### src/common/soc_config_pkg.sv
package soc_config_pkg;

	// Core and thread counts
	localparam NUM_CORES = 2;
	localparam THREADS_PER_CORE = 2;
	localparam TOTAL_THREADS = NUM_CORES * THREADS_PER_CORE;

	// Index widths derived from the counts above
	localparam CORE_ID_WIDTH = $clog2(NUM_CORES);
	localparam THREAD_IDX_WIDTH = $clog2(THREADS_PER_CORE);

	// Event lines into the performance counter block
	localparam NUM_PERF_EVENTS = 4;
	localparam PERF_EVENT_IDX_WIDTH = $clog2(NUM_PERF_EVENTS);

	// One data or address word
	typedef logic [31:0] scalar_t;

	// Which core issued a request
	typedef logic [CORE_ID_WIDTH - 1:0] core_id_t;

	// Thread within its core
	typedef logic [THREAD_IDX_WIDTH - 1:0] thread_idx_t;

	// Selects one counter
	typedef logic [PERF_EVENT_IDX_WIDTH - 1:0] perf_event_idx_t;

endpackage

### src/common/io_map_pkg.sv
package io_map_pkg;

	// Interrupt controller register block
	localparam soc_config_pkg::scalar_t INT_CONTROLLER_BASE = 'h60;

	// Offsets from INT_CONTROLLER_BASE, one word apart
	localparam soc_config_pkg::scalar_t THREAD_EN_SET_OFFSET = 'h0;
	localparam soc_config_pkg::scalar_t THREAD_EN_CLEAR_OFFSET = 'h4;
	localparam soc_config_pkg::scalar_t INT_TRIGGER_OFFSET = 'h8;

	// Counter i sits at PERF_COUNTER_BASE + 4 * i
	localparam soc_config_pkg::scalar_t PERF_COUNTER_BASE = 'h130;
	localparam soc_config_pkg::scalar_t PERF_COUNTER_LAST = 'h13c;

	// Where the arbiter's read data comes from
	typedef enum logic {
		IO_PERF_COUNTERS,
		IO_ARBITER
	} io_read_source_t;

	// Arbiter sequencing
	typedef enum logic [1:0] {
		ARB_IDLE,
		ARB_ISSUE,
		ARB_RESPOND
	} io_arb_state_t;

endpackage

### src/source/performance_counters.sv
module performance_counters(
	input clk,
	input reset,
	input [soc_config_pkg::NUM_PERF_EVENTS - 1:0] perf_events,
	input soc_config_pkg::scalar_t io_address,
	output soc_config_pkg::scalar_t perf_io_read_data);

	import soc_config_pkg::*;
	import io_map_pkg::*;

	scalar_t event_count[NUM_PERF_EVENTS];
	scalar_t counter_offset;
	perf_event_idx_t counter_idx;

	// Word index relative to the counter block
	assign counter_offset = io_address - PERF_COUNTER_BASE;
	assign counter_idx = counter_offset[2+:PERF_EVENT_IDX_WIDTH];

	// One count per cycle the event line is high
	always_ff @(posedge clk)
	begin
		if (reset)
		begin
			for (int i = 0; i < NUM_PERF_EVENTS; i++)
				event_count[i] <= '0;
		end
		else
		begin
			for (int i = 0; i < NUM_PERF_EVENTS; i++)
			begin
				if (perf_events[i])
					event_count[i] <= event_count[i] + 1'b1;
			end
		end
	end

	// Registered read, one cycle after the address
	// Out-of-range addresses are filtered by the top level
	always_ff @(posedge clk)
		perf_io_read_data <= event_count[counter_idx];

endmodule

### config.mk
export PLATFORM = sky130hd
export DESIGN_NAME = performance_counters
export DESIGN_NICKNAME = d
export VERILOG_FILES = /design/src/common/soc_config_pkg.sv /design/src/common/io_map_pkg.sv /design/src/source/performance_counters.sv
export SDC_FILE = /design/constraint.sdc
export NUM_CORES = 1
export LEC_CHECK = 0
export BUFFER_PORTS_ARGS = -buffer_cell sky130_fd_sc_hd__buf_2
export CAP_MARGIN = 0
export CORE_AREA = 3 3 124 126
export CTS_BUF_LIST = sky130_fd_sc_hd__clkbuf_8
export DETAILED_ROUTE_END_ITERATION = 8
export DIE_AREA = 0 0 127 129
export GPL_TIMING_DRIVEN = 0
export PLACE_DENSITY = 0.9
export SYNTH_ARGS = -nofsm -noshare
export SYNTH_HDL_FRONTEND = slang
export SYNTH_SLANG_ARGS = --single-unit
### constraint.sdc
create_clock -name clk -period 2.8 [get_ports clk]
set_clock_uncertainty 0.1 [all_clocks]
set_input_delay 0.42 -clock clk [delete_from_list [all_inputs] [get_ports clk]]
set_output_delay 0.42 -clock clk [all_outputs]
set_load 0.005 [all_outputs]
# Word-level counts from Yosys, hierarchy flattened

Memories as Yosys holds them, arrays and structs flattened. A register that Yosys moved wholly into a read port is not among the register bits.
Cells that the tools add are included.

Logic and storage cells: 28
Memories kept: 1
Bits in writable memories: 128
Output and inout bits: 32
Input port bits: 38
Register bits: 0

Mux-type cells: 18
Add/subtract/negate cells: 5
Bitwise gates (word level): 4

Memory list:

| name        | depth | width | read ports | clocked after memory_dff | wr ports | RTL line                   | source |
|---|---|---|---|---|---|---|---|
| event_count | 4     | 32    | 5          | 1                        | 4        | performance_counters.sv:11 | `scalar_t event_count[NUM_PERF_EVENTS];` |

Operators with widths:

| cell                  | number |
|---|---|
| $add 32x1->32 const B | 4 |
| $mux 32               | 4 |
| $mux 1                | 14 |
| $or 1x1->1            | 4 |
| $sub 4x1->4 const B   | 1 |

# Depth between registers and ports, before layout

Word-level depth: 4
Depth in mapped cells: 7
Gate-level depth less buffers: 5

# Least setup slack after synthesis

OpenSTA, ideal clock, no wires.

Path kind: reg-to-reg
Start point: mem event_count[1][8] in the netlist's numbering
End point: mem event_count[1][16] in the netlist's numbering (data pin)
Path slack: 0.647 ns
Period minus slack after synthesis: 2.153 ns
Library setup time: 0.267 ns
Required time: 2.433 ns
Path buffers: 2
Stages on the path, launching flop included: 7
Arrival time: 1.786 ns
Cell sequence: edfxtp_1 > nand4_2 > or4_4 > buf_6 > clkbuf_1 > o311ai_0 > nand2_1

RTL lines:

| what               | RTL line |
|---|---|
| start: declaration | performance_counters.sv:11 |

==> out/results.tsv <==
metric	value	unit
worstSkewPairLatency	0.47	ns
path_class	reg -> reg	
viasPerCell	7.084	
numCtsBuffers	17	
startpoint_type	flip-flop	
synth_ff_type	edfxtp_1	
hold_viol_final	0	
htree_num_levels	4	
dp.final_hpwl	15900	µm
holdWs	0.3916	ns
hold_path.class	in -> reg	
core	14420	µm²
synth_edf_count	128	
cts_sinks	160	
rr_startpoint	event_count[3][1]	
area_growth	8.731	%
finalSetupTns	0	ns
die_w	127	µm
reg2reg_slack	0.25	ns
ys_seq_area_share	51.38	%
grt_max_degree	33	
synth_nets	821	
dieArea	16380	µm²
leakagePower	2.996	nW
final_nets	877	
die_y	129	µm
period_needed	2.547	ns
ff2ff_path_depth	6	
crit_fanout	8	
relSlewSlack	42.45	%
grt_pass1_vias	6313	
drive_above_1_share	13.44	%
synth_area_leader_cell	edfxtp_1	
clk_pin_slew	0.09	ns
p_per_area	517.5	nW/µm²
cp.arrival	2.77	ns
drv_cap	0	
wl	22280	µm
synthDistinctLibCells	40	
drtPass1Iterations	6	
cts_buffer_depth	2	
synth_cells	779	
status	complete, no violations	
post_cts_buffers	0	
start_util	60.50	%
gp_congestion	0.9089	
ys_ff_latch	160	
port_buffers	37	
setup_viol	0	
syn_area	8727	µm²
num_rows	44	
yosys_warnings	0	
vias	7311	
antenna_left	0	
tightest_slew	0.8633	ns
synth_top_cells_by_count	edfxtp_1, a21oi_1, nand3_1, o31ai_1, or4_1	
fmax	0.3925	GHz
startpoint	event_count[3][1]	
synth_area_leaders	edfxtp_1, mux4_2, dfxtp_1	
synth.most_common_cell	edfxtp_1	
io_pins	70	
cts-root-buf	clkbuf_8	
peakVddDrop	0.0003350	V
antenna_found_initial	0	
rsz0062_at_grt	no	
end_kind	flip-flop	
tritoncts	built	
cts_hold_buf	0	
critPathCapture	event_count[3][30]	
ctsResizeCount	0	
post_drt_wl_per_cell	21.59	µm
antenna_cells	0	
drv_slew	0	
post-route-period-util	90.98	%
drc	0	
worstReg2RegEnd	event_count[3][30]	
grt_pass1_wl	34180	µm
synth.avg_cell_area	11.20	µm²
synth-async-reset-ratio	0	%
yosysTopAreaCellShare	44.04	%
grt_overflow	0	
required	3.02	ns
drt_iter0_drc	1307	
grt_usage	27.16	%
registers in the layout, indices dropped and copies added, names as in the netlist:
| name | count |
|---|---|
| perf_io_read_data | 32 |
| event_count | 128 |
metal layers:
metal	part of all wire (%)	track usage (%)
met5	0	0
met4	4.5	13.31
met3	10	4.525
met2	48	42.40
met1	37	37.39
layout make-up:
| type | instances | area [µm²] |
|---|---|---|
| repair buffers | 37 | 185.2 |
| inverters | 13 | 48.80 |
| clock buffers | 17 | 234.0 |
| plain buffers | 45 | 192.7 |
| multi-input cells | 561 | 4001 |
| flip-flops and latches | 160 | 4484 |
| well taps | 184 | 230.2 |
| fillers | 1074 | 4935 |
| clock inverters | 15 | 112.6 |
cell families (layout without fill, tap and decap cells):
kind of cell / Yosys count / after routing / synth area share [%]
AOI/OAI and AO/OA: 149 / 149 / 10.44
xor gates and xnor gates: 42 / 42 / 4.215
adders and majority gates: 4 / 4 / 0.5735
buffers and inverters: 58 / 127 / 2.767
DFF: 160 / 160 / 51.38
muxes: 35 / 35 / 8.645
and+or+nand+nor: 331 / 331 / 21.98
power breakdown:
part           switching, mW  internal, mW
Clock                  0.928         0.618
Sequential             0.202          2.74
Combinational          0.229         0.189
stage by stage:
stage	std cells	utilization [%]	total power, mW	worst slack, ns	instance area [µm²]
after floorplan	779	-	3.198	0.6470	8727
after global placement	1000	63.38	3.386	0.3467	9143
after detailed placement	1000	63.38	3.406	0.2957	9143
after CTS	1032	65.79	4.905	0.2714	9489
after global routing	1032	65.79	5.059	0.07461	9489
final	1032	65.79	4.911	0.2525	9489
worst min path at each step:
stage                                        to  cells past startpoint                from  slack, ns
final                        event_count[2][31]                      3      perf_events[2]       0.39
after CTS                    event_count[2][31]                      3      perf_events[2]       0.37
after global placement    perf_io_read_data[27]                      1  event_count[1][27]       0.53
after global routing         event_count[2][31]                      3      perf_events[2]       0.38
after detailed placement      event_count[3][0]                      1   event_count[3][0]       0.54
after floorplan           perf_io_read_data[31]                      1  event_count[0][31]       0.47
placed cells by master, fill, tap and decap left out, drive strengths merged, types with 5 or more instances in the layout:
cell / n
edfxtp: 128
a21oi: 69
nand3: 51
or4: 51
o31ai: 50
clkbuf: 50
buf: 49
nor2: 48
nand2: 44
nand4: 43
dfxtp: 32
mux4: 32
xor2: 26
and4: 21
o21ai: 19
or3: 17
inv: 17
xnor2: 16
and2: 13
nand2b: 10
nor4: 9
and3: 9
clkinvlp: 7
or2: 7
o311ai: 5
worst max-delay path, stage by stage (launching register included):
cell,delay (ns)
edfxtp_1,0.43
ha_1,0.26
and4_1,0.20
clkbuf_1,0.27
nand4_1,0.39
or4_1,0.59
a21oi_1,0.15
Note: power is estimated with default switching activity, not from simulation.
