===== config.mk =====
export PLATFORM = sky130hd
export DESIGN_NAME = interrupt_controller
export DESIGN_NICKNAME = d
export VERILOG_FILES = /design/src/common/soc_config_pkg.sv /design/src/common/io_map_pkg.sv /design/src/source/interrupt_controller.sv
export SDC_FILE = /design/constraint.sdc
export NUM_CORES = 1
export LEC_CHECK = 0
export BUFFER_PORTS_ARGS = -buffer_cell sky130_fd_sc_hd__buf_2
export CORE_MARGIN = 4
export CORE_UTILIZATION = 25
export CTS_CLUSTER_DIAMETER = 200
export DETAILED_ROUTE_END_ITERATION = 10
export PLACE_DENSITY = 0.75
export SYNTH_ARGS = -nofsm -noshare
export SYNTH_HDL_FRONTEND = slang
export SYNTH_SLANG_ARGS = --single-unit

===== constraint.sdc =====
create_clock -name clk -period 2.5 [get_ports clk]
set_clock_uncertainty 0.2 [all_clocks]
set_input_delay 0.75 -clock clk [delete_from_list [all_inputs] [get_ports clk]]
set_output_delay 0.75 -clock clk [all_outputs]
set_load 0.1 [all_outputs]

===== src/common/soc_config_pkg.sv =====
package soc_config_pkg;

	// Core and thread counts
	localparam NUM_CORES = 2;
	localparam THREADS_PER_CORE = 2;
	localparam TOTAL_THREADS = NUM_CORES * THREADS_PER_CORE;

	// Index widths derived from the counts above
	localparam CORE_ID_WIDTH = $clog2(NUM_CORES);
	localparam THREAD_IDX_WIDTH = $clog2(THREADS_PER_CORE);

	// Event lines into the performance counter block
	localparam NUM_PERF_EVENTS = 4;
	localparam PERF_EVENT_IDX_WIDTH = $clog2(NUM_PERF_EVENTS);

	// One data or address word
	typedef logic [31:0] scalar_t;

	// Which core issued a request
	typedef logic [CORE_ID_WIDTH - 1:0] core_id_t;

	// Thread within its core
	typedef logic [THREAD_IDX_WIDTH - 1:0] thread_idx_t;

	// Selects one counter
	typedef logic [PERF_EVENT_IDX_WIDTH - 1:0] perf_event_idx_t;

endpackage


===== src/common/io_map_pkg.sv =====
package io_map_pkg;

	// Interrupt controller register block
	localparam soc_config_pkg::scalar_t INT_CONTROLLER_BASE = 'h60;

	// Offsets from INT_CONTROLLER_BASE, one word apart
	localparam soc_config_pkg::scalar_t THREAD_EN_SET_OFFSET = 'h0;
	localparam soc_config_pkg::scalar_t THREAD_EN_CLEAR_OFFSET = 'h4;
	localparam soc_config_pkg::scalar_t INT_TRIGGER_OFFSET = 'h8;

	// Counter i sits at PERF_COUNTER_BASE + 4 * i
	localparam soc_config_pkg::scalar_t PERF_COUNTER_BASE = 'h130;
	localparam soc_config_pkg::scalar_t PERF_COUNTER_LAST = 'h13c;

	// Where the arbiter's read data comes from
	typedef enum logic {
		IO_PERF_COUNTERS,
		IO_ARBITER
	} io_read_source_t;

	// Arbiter sequencing
	typedef enum logic [1:0] {
		ARB_IDLE,
		ARB_ISSUE,
		ARB_RESPOND
	} io_arb_state_t;

endpackage


===== src/source/interrupt_controller.sv =====
module interrupt_controller(
	input clk,
	input reset,

	// Writes observed on the I/O bus
	input io_write_en,
	input soc_config_pkg::scalar_t io_address,
	input soc_config_pkg::scalar_t io_write_data,

	// Interrupt sources and acknowledges
	input interrupt_req,
	input logic wb_interrupt_ack[soc_config_pkg::NUM_CORES],

	output logic [soc_config_pkg::TOTAL_THREADS - 1:0] ic_thread_en,
	output logic ic_interrupt_pending[soc_config_pkg::NUM_CORES],
	output logic processor_halt);

	import soc_config_pkg::*;
	import io_map_pkg::*;

	logic set_write;
	logic clear_write;
	logic trigger_write;
	logic interrupt_req_prev;
	logic interrupt_req_rise;

	// Register decode
	assign set_write = io_write_en
		&& io_address == INT_CONTROLLER_BASE + THREAD_EN_SET_OFFSET;
	assign clear_write = io_write_en
		&& io_address == INT_CONTROLLER_BASE + THREAD_EN_CLEAR_OFFSET;
	assign trigger_write = io_write_en
		&& io_address == INT_CONTROLLER_BASE + INT_TRIGGER_OFFSET;

	// External line is level, only a rising edge counts
	assign interrupt_req_rise = interrupt_req && !interrupt_req_prev;

	// Thread enables, thread 0 runs out of reset
	always_ff @(posedge clk)
	begin
		if (reset)
			ic_thread_en <= TOTAL_THREADS'(1);
		else if (set_write)
			ic_thread_en <= ic_thread_en | io_write_data[TOTAL_THREADS - 1:0];
		else if (clear_write)
			ic_thread_en <= ic_thread_en & ~io_write_data[TOTAL_THREADS - 1:0];
	end

	// Pending bits, one per core
	always_ff @(posedge clk)
	begin
		if (reset)
		begin
			interrupt_req_prev <= 1'b0;
			for (int i = 0; i < NUM_CORES; i++)
				ic_interrupt_pending[i] <= 1'b0;
		end
		else
		begin
			interrupt_req_prev <= interrupt_req;
			for (int i = 0; i < NUM_CORES; i++)
			begin
				// A new request beats an ack in the same cycle
				if ((trigger_write && io_write_data[i]) || (i == 0 && interrupt_req_rise))
					ic_interrupt_pending[i] <= 1'b1;
				else if (wb_interrupt_ack[i])
					ic_interrupt_pending[i] <= 1'b0;
			end
		end
	end

	// Nothing left to run
	assign processor_halt = ic_thread_en == '0;

endmodule


-- After elaboration in Yosys (flattened, before gate mapping)
Index checks and enable logic that the tools add are counted.
Widths: inputs -> output; s select.
- register bits: 7
- input port bits: 70
- output and inout bits: 7
- word-level logic and storage cells: 28
- eq/ne operators: 3
- multiplexer cells: 6
- bitwise operators: 3
- reduce and logical (&&, ||, !) cells: 12
- operator list (cell ; count):
    $eq 32x7->1 const B ; 3
    $mux 4 ; 2
    $logic_and 1x1->1 ; 6
    $reduce_bool 2->1 ; 3
    $and 4x4->4 ; 1
    $logic_not 4->1 ; 1
    $mux 1 ; 4
    $not 4->4 ; 1
    $or 4x4->4 ; 1
    $logic_not 1->1 ; 1
    $logic_or 1x1->1 ; 1

-- Depth between registers and ports, before layout
Gate-level depths: netlist of run 1.
- word-level depth: 5
- depth in mapped cells: 4
- depth with buffers taken out: 4

-- Worst setup path before layout of run 1
OpenSTA, ideal clock, no wires.
- path kind: register to output
- from: register (tool-made name)
- to: output processor_halt
- arrival: 3687 ps
- required time: 1550 ps
- slack: -2137 ps
- stages on the path, launching flop included: 2
- path buffers: 0
- cells stage by stage: dfxtp_1 -> nor4_1
- RTL lines (element ; RTL line ; source):
    end: declaration ; interrupt_controller.sv:16 ; output logic processor_halt);

==> results of run 1 <==
## layout by cell type, fill, tap and decap left out, types with 2 or more instances in the layout
master	count
nand2b_1	4
buf_2	48
dfxtp_1	3
dfxtp_4	3
mux2i_1	4
inv_1	3
nor2b_1	2
a21oi_1	2
nor4_1	4
nor4b_1	3
nor4_2	2
clkbuf_4	3
## power groups by stage
stage	Clock (W)	Sequential, W	Combinational, W
floorplan	0	0.000121	0.0000111
global placement	0	0.000113	0.0000551
detailed placement	0	0.000113	0.0000566
CTS	0.000113	0.000111	0.0000570
global route	0.000118	0.000111	0.0000615
finish	0.000106	0.000111	0.0000564
## critical path: cells and delay by family, from the launching register on
| kind | cells | cell delay [ns] |
|---|---|---|
| buf+inv | 1 | 0.46 |
| flops | 1 | 0.35 |
| simple gates | 1 | 0.25 |
## cells by family after synthesis
| family | after synthesis | share of synthesized area [%] |
|---|---|---|
| AND/OR/NAND/NOR | 27 | 49.85 |
| flip-flops | 7 | 33.63 |
| multiplexers | 4 | 9.610 |
| AO/OA/AOI/OAI | 3 | 4.205 |
| buffers and inverters | 3 | 2.703 |
## layer usage
| metal | part of all wire, % | GRT usage, % |
|---|---|---|
| met1 | 35 | 11.34 |
| met2 | 49 | 18.91 |
| met3 | 15 | 8.257 |
| met4 | 1.1 | 4.036 |
| met5 | 0 | 0 |
## final cells by class
cell class	count	area, um^2
clock buffers	4	26.28
fillers	164	810.8
inverters	3	11.26
multi-input cells	34	280.3
flip-flops and latches	7	152.6
well taps	16	20.02
repair buffers	48	240.2
## through the flow
step	hold slack, ns	instance area (um^2)	util [%]	setup WS, ns
CTS	0.2865	730.7	47.40	0.2149
finish	0.2813	730.7	47.40	0.2368
global route	0.3046	730.7	47.40	0.1798
detailed placement	0.2771	704.4	45.70	0.1798
floorplan	0.3210	444.2	-	-0.02633
global placement	0.2761	704.4	45.70	0.2014
## path summary, 6_finish.rpt
| check | startpoint | to | slack, ns | depth (start not counted) |
|---|---|---|---|---|
| max | flip-flop | processor_halt | 0.24 | 2 |
| min | ic_interrupt_pending[0] | ic_interrupt_pending[0] | 0.28 | 2 |
| max reg2reg | interrupt_req_prev | ic_interrupt_pending[1] | 1.60 | 3 |
| min reg2reg | ic_interrupt_pending[0] | ic_interrupt_pending[0] | 0.28 | 2 |
==> results.cfg, run 1 <==
[placed_design]
io_buffers = 48
dp_cells = 108
dpl.hpwl_mm = 1.201
globalplace.congestion = 0.7211

[global_routing]
grt_pass1_vias = 522
grt_use_total_pct = 11.57
grt_pass1_wl_mm = 2.187
antenna_found_initial = 0
grt_remaining_overflow = 0
grt_max_degree = 10

[logic_synthesis]
avgSynthCellArea_um2 = 9.469
synth_area_um2 = 416.7
ys_types = 21
synth_edf_count = 0
synth_fp_nets = 114
synth_top_area_share_pct = 33.63
yosysMostFrequentCell = dfxtp_1
yosys_warnings = 0
synth_common_cells = dfxtp_1 (7), nor4_1 (5), mux2i_1 (4), nand2b_1 (4)
ys_seq_area_share_pct = 33.63
synth_async_sr_flop_share_pct = 0
ys_seq_elements = 7
yosys.area.top_type = dfxtp_1
yosys_most_used_dff = dfxtp_1
syn-instance-count = 44
synth.area.top_cells = dfxtp_1 (34%), mux2i_1 (9.6%), nor4_1 (7.5%), nor4b_1 (6.3%), nand2b_1 (6.0%)

[setup_path]
critical-path-max-stage-delay_ns = 0.46
crit_required_ns = 1.55
crit_fanout = 3
cp.arrival_ns = 1.31
end_kind = primary output
critical_path.cell_chain = nor4_4 -> buf_2
cpMaxStageDelayCell = buf_2
cp-start-kind = flip-flop
crit_type = reg2out

[power]
leakagePower_nw = 0.3393
p_comb_share_pct = 20.6
power.density_mw_per_mm2 = 374.6
p_switching_w = 0.00007135
seqPwrFrac_pct = 40.5
clockPowerShare_pct = 38.9
intPower_w = 0.0002024
peakVddDrop_v = 0.0002415
sw_frac_of_total_pct = 26.07
power_w = 0.0002737

[layout]
layout.nets = 167
drive_gt1_share_pct = 65.63
syn_to_final_growth_pct = 75.38
fin_cells = 112
n_antenna_cell = 0

[floorplan]
fp.dieH_um = 48.83
die-area_mm2 = 0.002384
die_x_um = 48.83
coreArea_mm2 = 0.001541
start_util_pct = 27.03
ioPinCount = 77
num_rows = 14

[route]
dr.pass1.iters = 4
via_per_inst = 4.911
drtIter0Drc = 8
wl_per_cell_um = 12.33
dr_total_vias = 550
remaining_drc_errors = 0
ant_nets = 0
wl_mm = 1.381

[cts]
insertion_delay_ns = 0.25
path_clk_slew_ns = 0.05
cts_sinks = 7
postCtsSetupRepairBufs = 0
cts.path.max_buffers = 2
hold_buffers = 0
root_buffer = clkbuf_4
cts_resized = 0
cts_htree_levels = 1
tritoncts = yes
numCtsBuffers = 3

[sta]
setup_viol = 0
hold_viol_final = 0
drv_slew = 0
rsz0062_at_grt = false
fin_crit_sh_pct = 90.53
finalSetupTns_ns = 0
max_freq_ghz = 0.4419
worst_slew_pin_slew_ns = 0.4924
relSlewSlack_pct = 67.40
min_period_ns = 2.263

[flow_run]
cap_violations = 0

[run_status]
status = finished clean

[min_path]
worstHoldPathType = reg2reg
(Power assumes the default switching activity.)
==> run 2, diff against run 1 <==
--- a/config.mk
+++ b/config.mk
@@ -10,7 +10,7 @@
 export CORE_UTILIZATION = 25
 export CTS_CLUSTER_DIAMETER = 200
 export DETAILED_ROUTE_END_ITERATION = 10
-export PLACE_DENSITY = 0.75
+export PLACE_DENSITY_LB_ADDON = 0.05
 export SYNTH_ARGS = -nofsm -noshare
 export SYNTH_HDL_FRONTEND = slang
 export SYNTH_SLANG_ARGS = --single-unit
==> run 2 against run 1 <==
- clock-buffer cell count stayed put
- register-to-register slack hardly changed
- sequential cell count stayed put
- die area stayed put
- hold slack worse by 0.0071 ns
- combinational power hardly changed
- critical path type unchanged
- critical endpoint unchanged
- largest cell class unchanged
==> results.cfg, run 2 (same netlist as run 1, synthesis figures left out) <==
[run_status]
status = finished clean

[placed_design]
io_buffers = 48
dp_cells = 108
globalplace.congestion = 0.6747
placed_cell_area_um2 = 704.4
dpl.hpwl_mm = 1.128

[sta]
worst_slew_pin_slew_ns = 0.4892
relSlewSlack_pct = 67.61
rsz0062_at_grt = false
max_freq_ghz = 0.4405
finalSetupTns_ns = 0
fin_hold_ws_ns = 0.2742
setup_viol = 0
fin_crit_sh_pct = 90.81
hold_viol_final = 0
min_period_ns = 2.270
drv_slew = 0

[layout]
n_fill_cell = 161
multi_input_area_um2 = 280.3
final_cell_mix = buf_2 (48), nand2b_1 (4), nor4_1 (4), mux2i_1 (4)
seqCellArea_um2 = 152.6
post-route-cell-area_um2 = 730.7
fin_cells = 112
n_antenna_cell = 0
final_common_cell = buf_2
layout.nets = 167
drive_gt1_share_pct = 65.63
syn_to_final_growth_pct = 75.38

[route]
drtIter0Drc = 4
dr_total_vias = 525
via_per_inst = 4.688
wl_mm = 1.322
dr.pass1.iters = 3
remaining_drc_errors = 0
ant_nets = 0
wl_per_cell_um = 11.80

[power]
power.density_mw_per_mm2 = 373.0
leakagePower_nw = 0.3393
peakVddDrop_v = 0.0002588

[global_routing]
antenna_found_initial = 0
grt_pass1_wl_mm = 2.076
grt_pass1_vias = 507
grt_use_total_pct = 11.17
grt_max_degree = 10
grt_remaining_overflow = 0

[setup_path]
crit_type = reg2out
critical_path.cell_chain = nor4_4 -> buf_2
rrSetupSlack_ns = 1.59
r2r-end = ic_interrupt_pending[1]
cp-start-kind = flip-flop
r2r_start = interrupt_req_prev
critical-path-max-stage-delay_ns = 0.46
end_kind = primary output
ff2ff_path_depth = 3
crit_required_ns = 1.55
crit_fanout = 3
cpMaxStageDelayCell = buf_2
cp.arrival_ns = 1.32

[cts]
insertion_delay_ns = 0.25
numCtsBuffers = 3
cts_sinks = 7
cts.path.max_buffers = 2
path_clk_slew_ns = 0.05
tritoncts = yes
cts_resized = 0
hold_buffers = 0
cts_htree_levels = 1
postCtsSetupRepairBufs = 0
root_buffer = clkbuf_4

[flow_run]
cap_violations = 0

[floorplan]
num_rows = 14
die-area_mm2 = 0.002384
start_util_pct = 27.03
die_x_um = 48.83
ioPinCount = 77
fp.dieH_um = 48.83
coreArea_mm2 = 0.001541

[min_path]
hold_depth = 2
worstHoldEndpoint = ic_interrupt_pending[0]
worstHoldPathType = reg2reg
min_from = ic_interrupt_pending[0]
-- run 2: cell counts in the layout (fill, tap and decap cells not counted) --
No cell type changed its count.
-- run 2: worst max path at each step --
stage | to | slack, ns | depth (start not counted)
after detailed placement | flip-flop | 0.12 | 5
after floorplan | processor_halt | -0.03 | 1
after CTS | processor_halt | 0.22 | 2
final | processor_halt | 0.23 | 2
after global placement | flip-flop | 0.15 | 5
after global routing | flip-flop | 0.20 | 5
-- run 2: power breakdown --
part / internal (W) / leakage (nW) / switching [W]
combinational: 0.0000309 / 0.265 / 0.0000253
sequential: 0.000110 / 0.0589 / 0.000000652
clock: 0.0000611 / 0.0150 / 0.0000443
-- run 2: stage by stage --
step	setup WS [ns]	util, %	total power, W
final	0.2298	47.40	0.0002726
after global routing	0.2009	47.40	0.0002908
after CTS	0.2168	47.40	0.0002800
after detailed placement	0.1202	45.70	0.0001703
after global placement	0.1480	45.70	0.0001695
after floorplan	-0.02633	-	0.0001323
-- run 2: layout make-up --
class	instances	area share, %
clock buffers	4	3.596
inverters	3	1.541
flip-flops and latches	7	20.89
multi-input cells	34	38.36
repair buffers	48	32.88
well taps	16	2.740
-- run 2: worst max-delay path: cells and delay by family, from the launching register on --
family        cells  cell delay (ns)
flops             1             0.35
buf+inv           1             0.46
simple gates      1             0.25
-- run 2: per-layer routing --
| metal | part of all wire [%] | track usage, % |
|---|---|---|
| met5 | 0 | 0 |
| met2 | 45 | 16.96 |
| met4 | 0.53 | 2.691 |
| met3 | 14 | 8.563 |
| met1 | 40 | 12.20 |
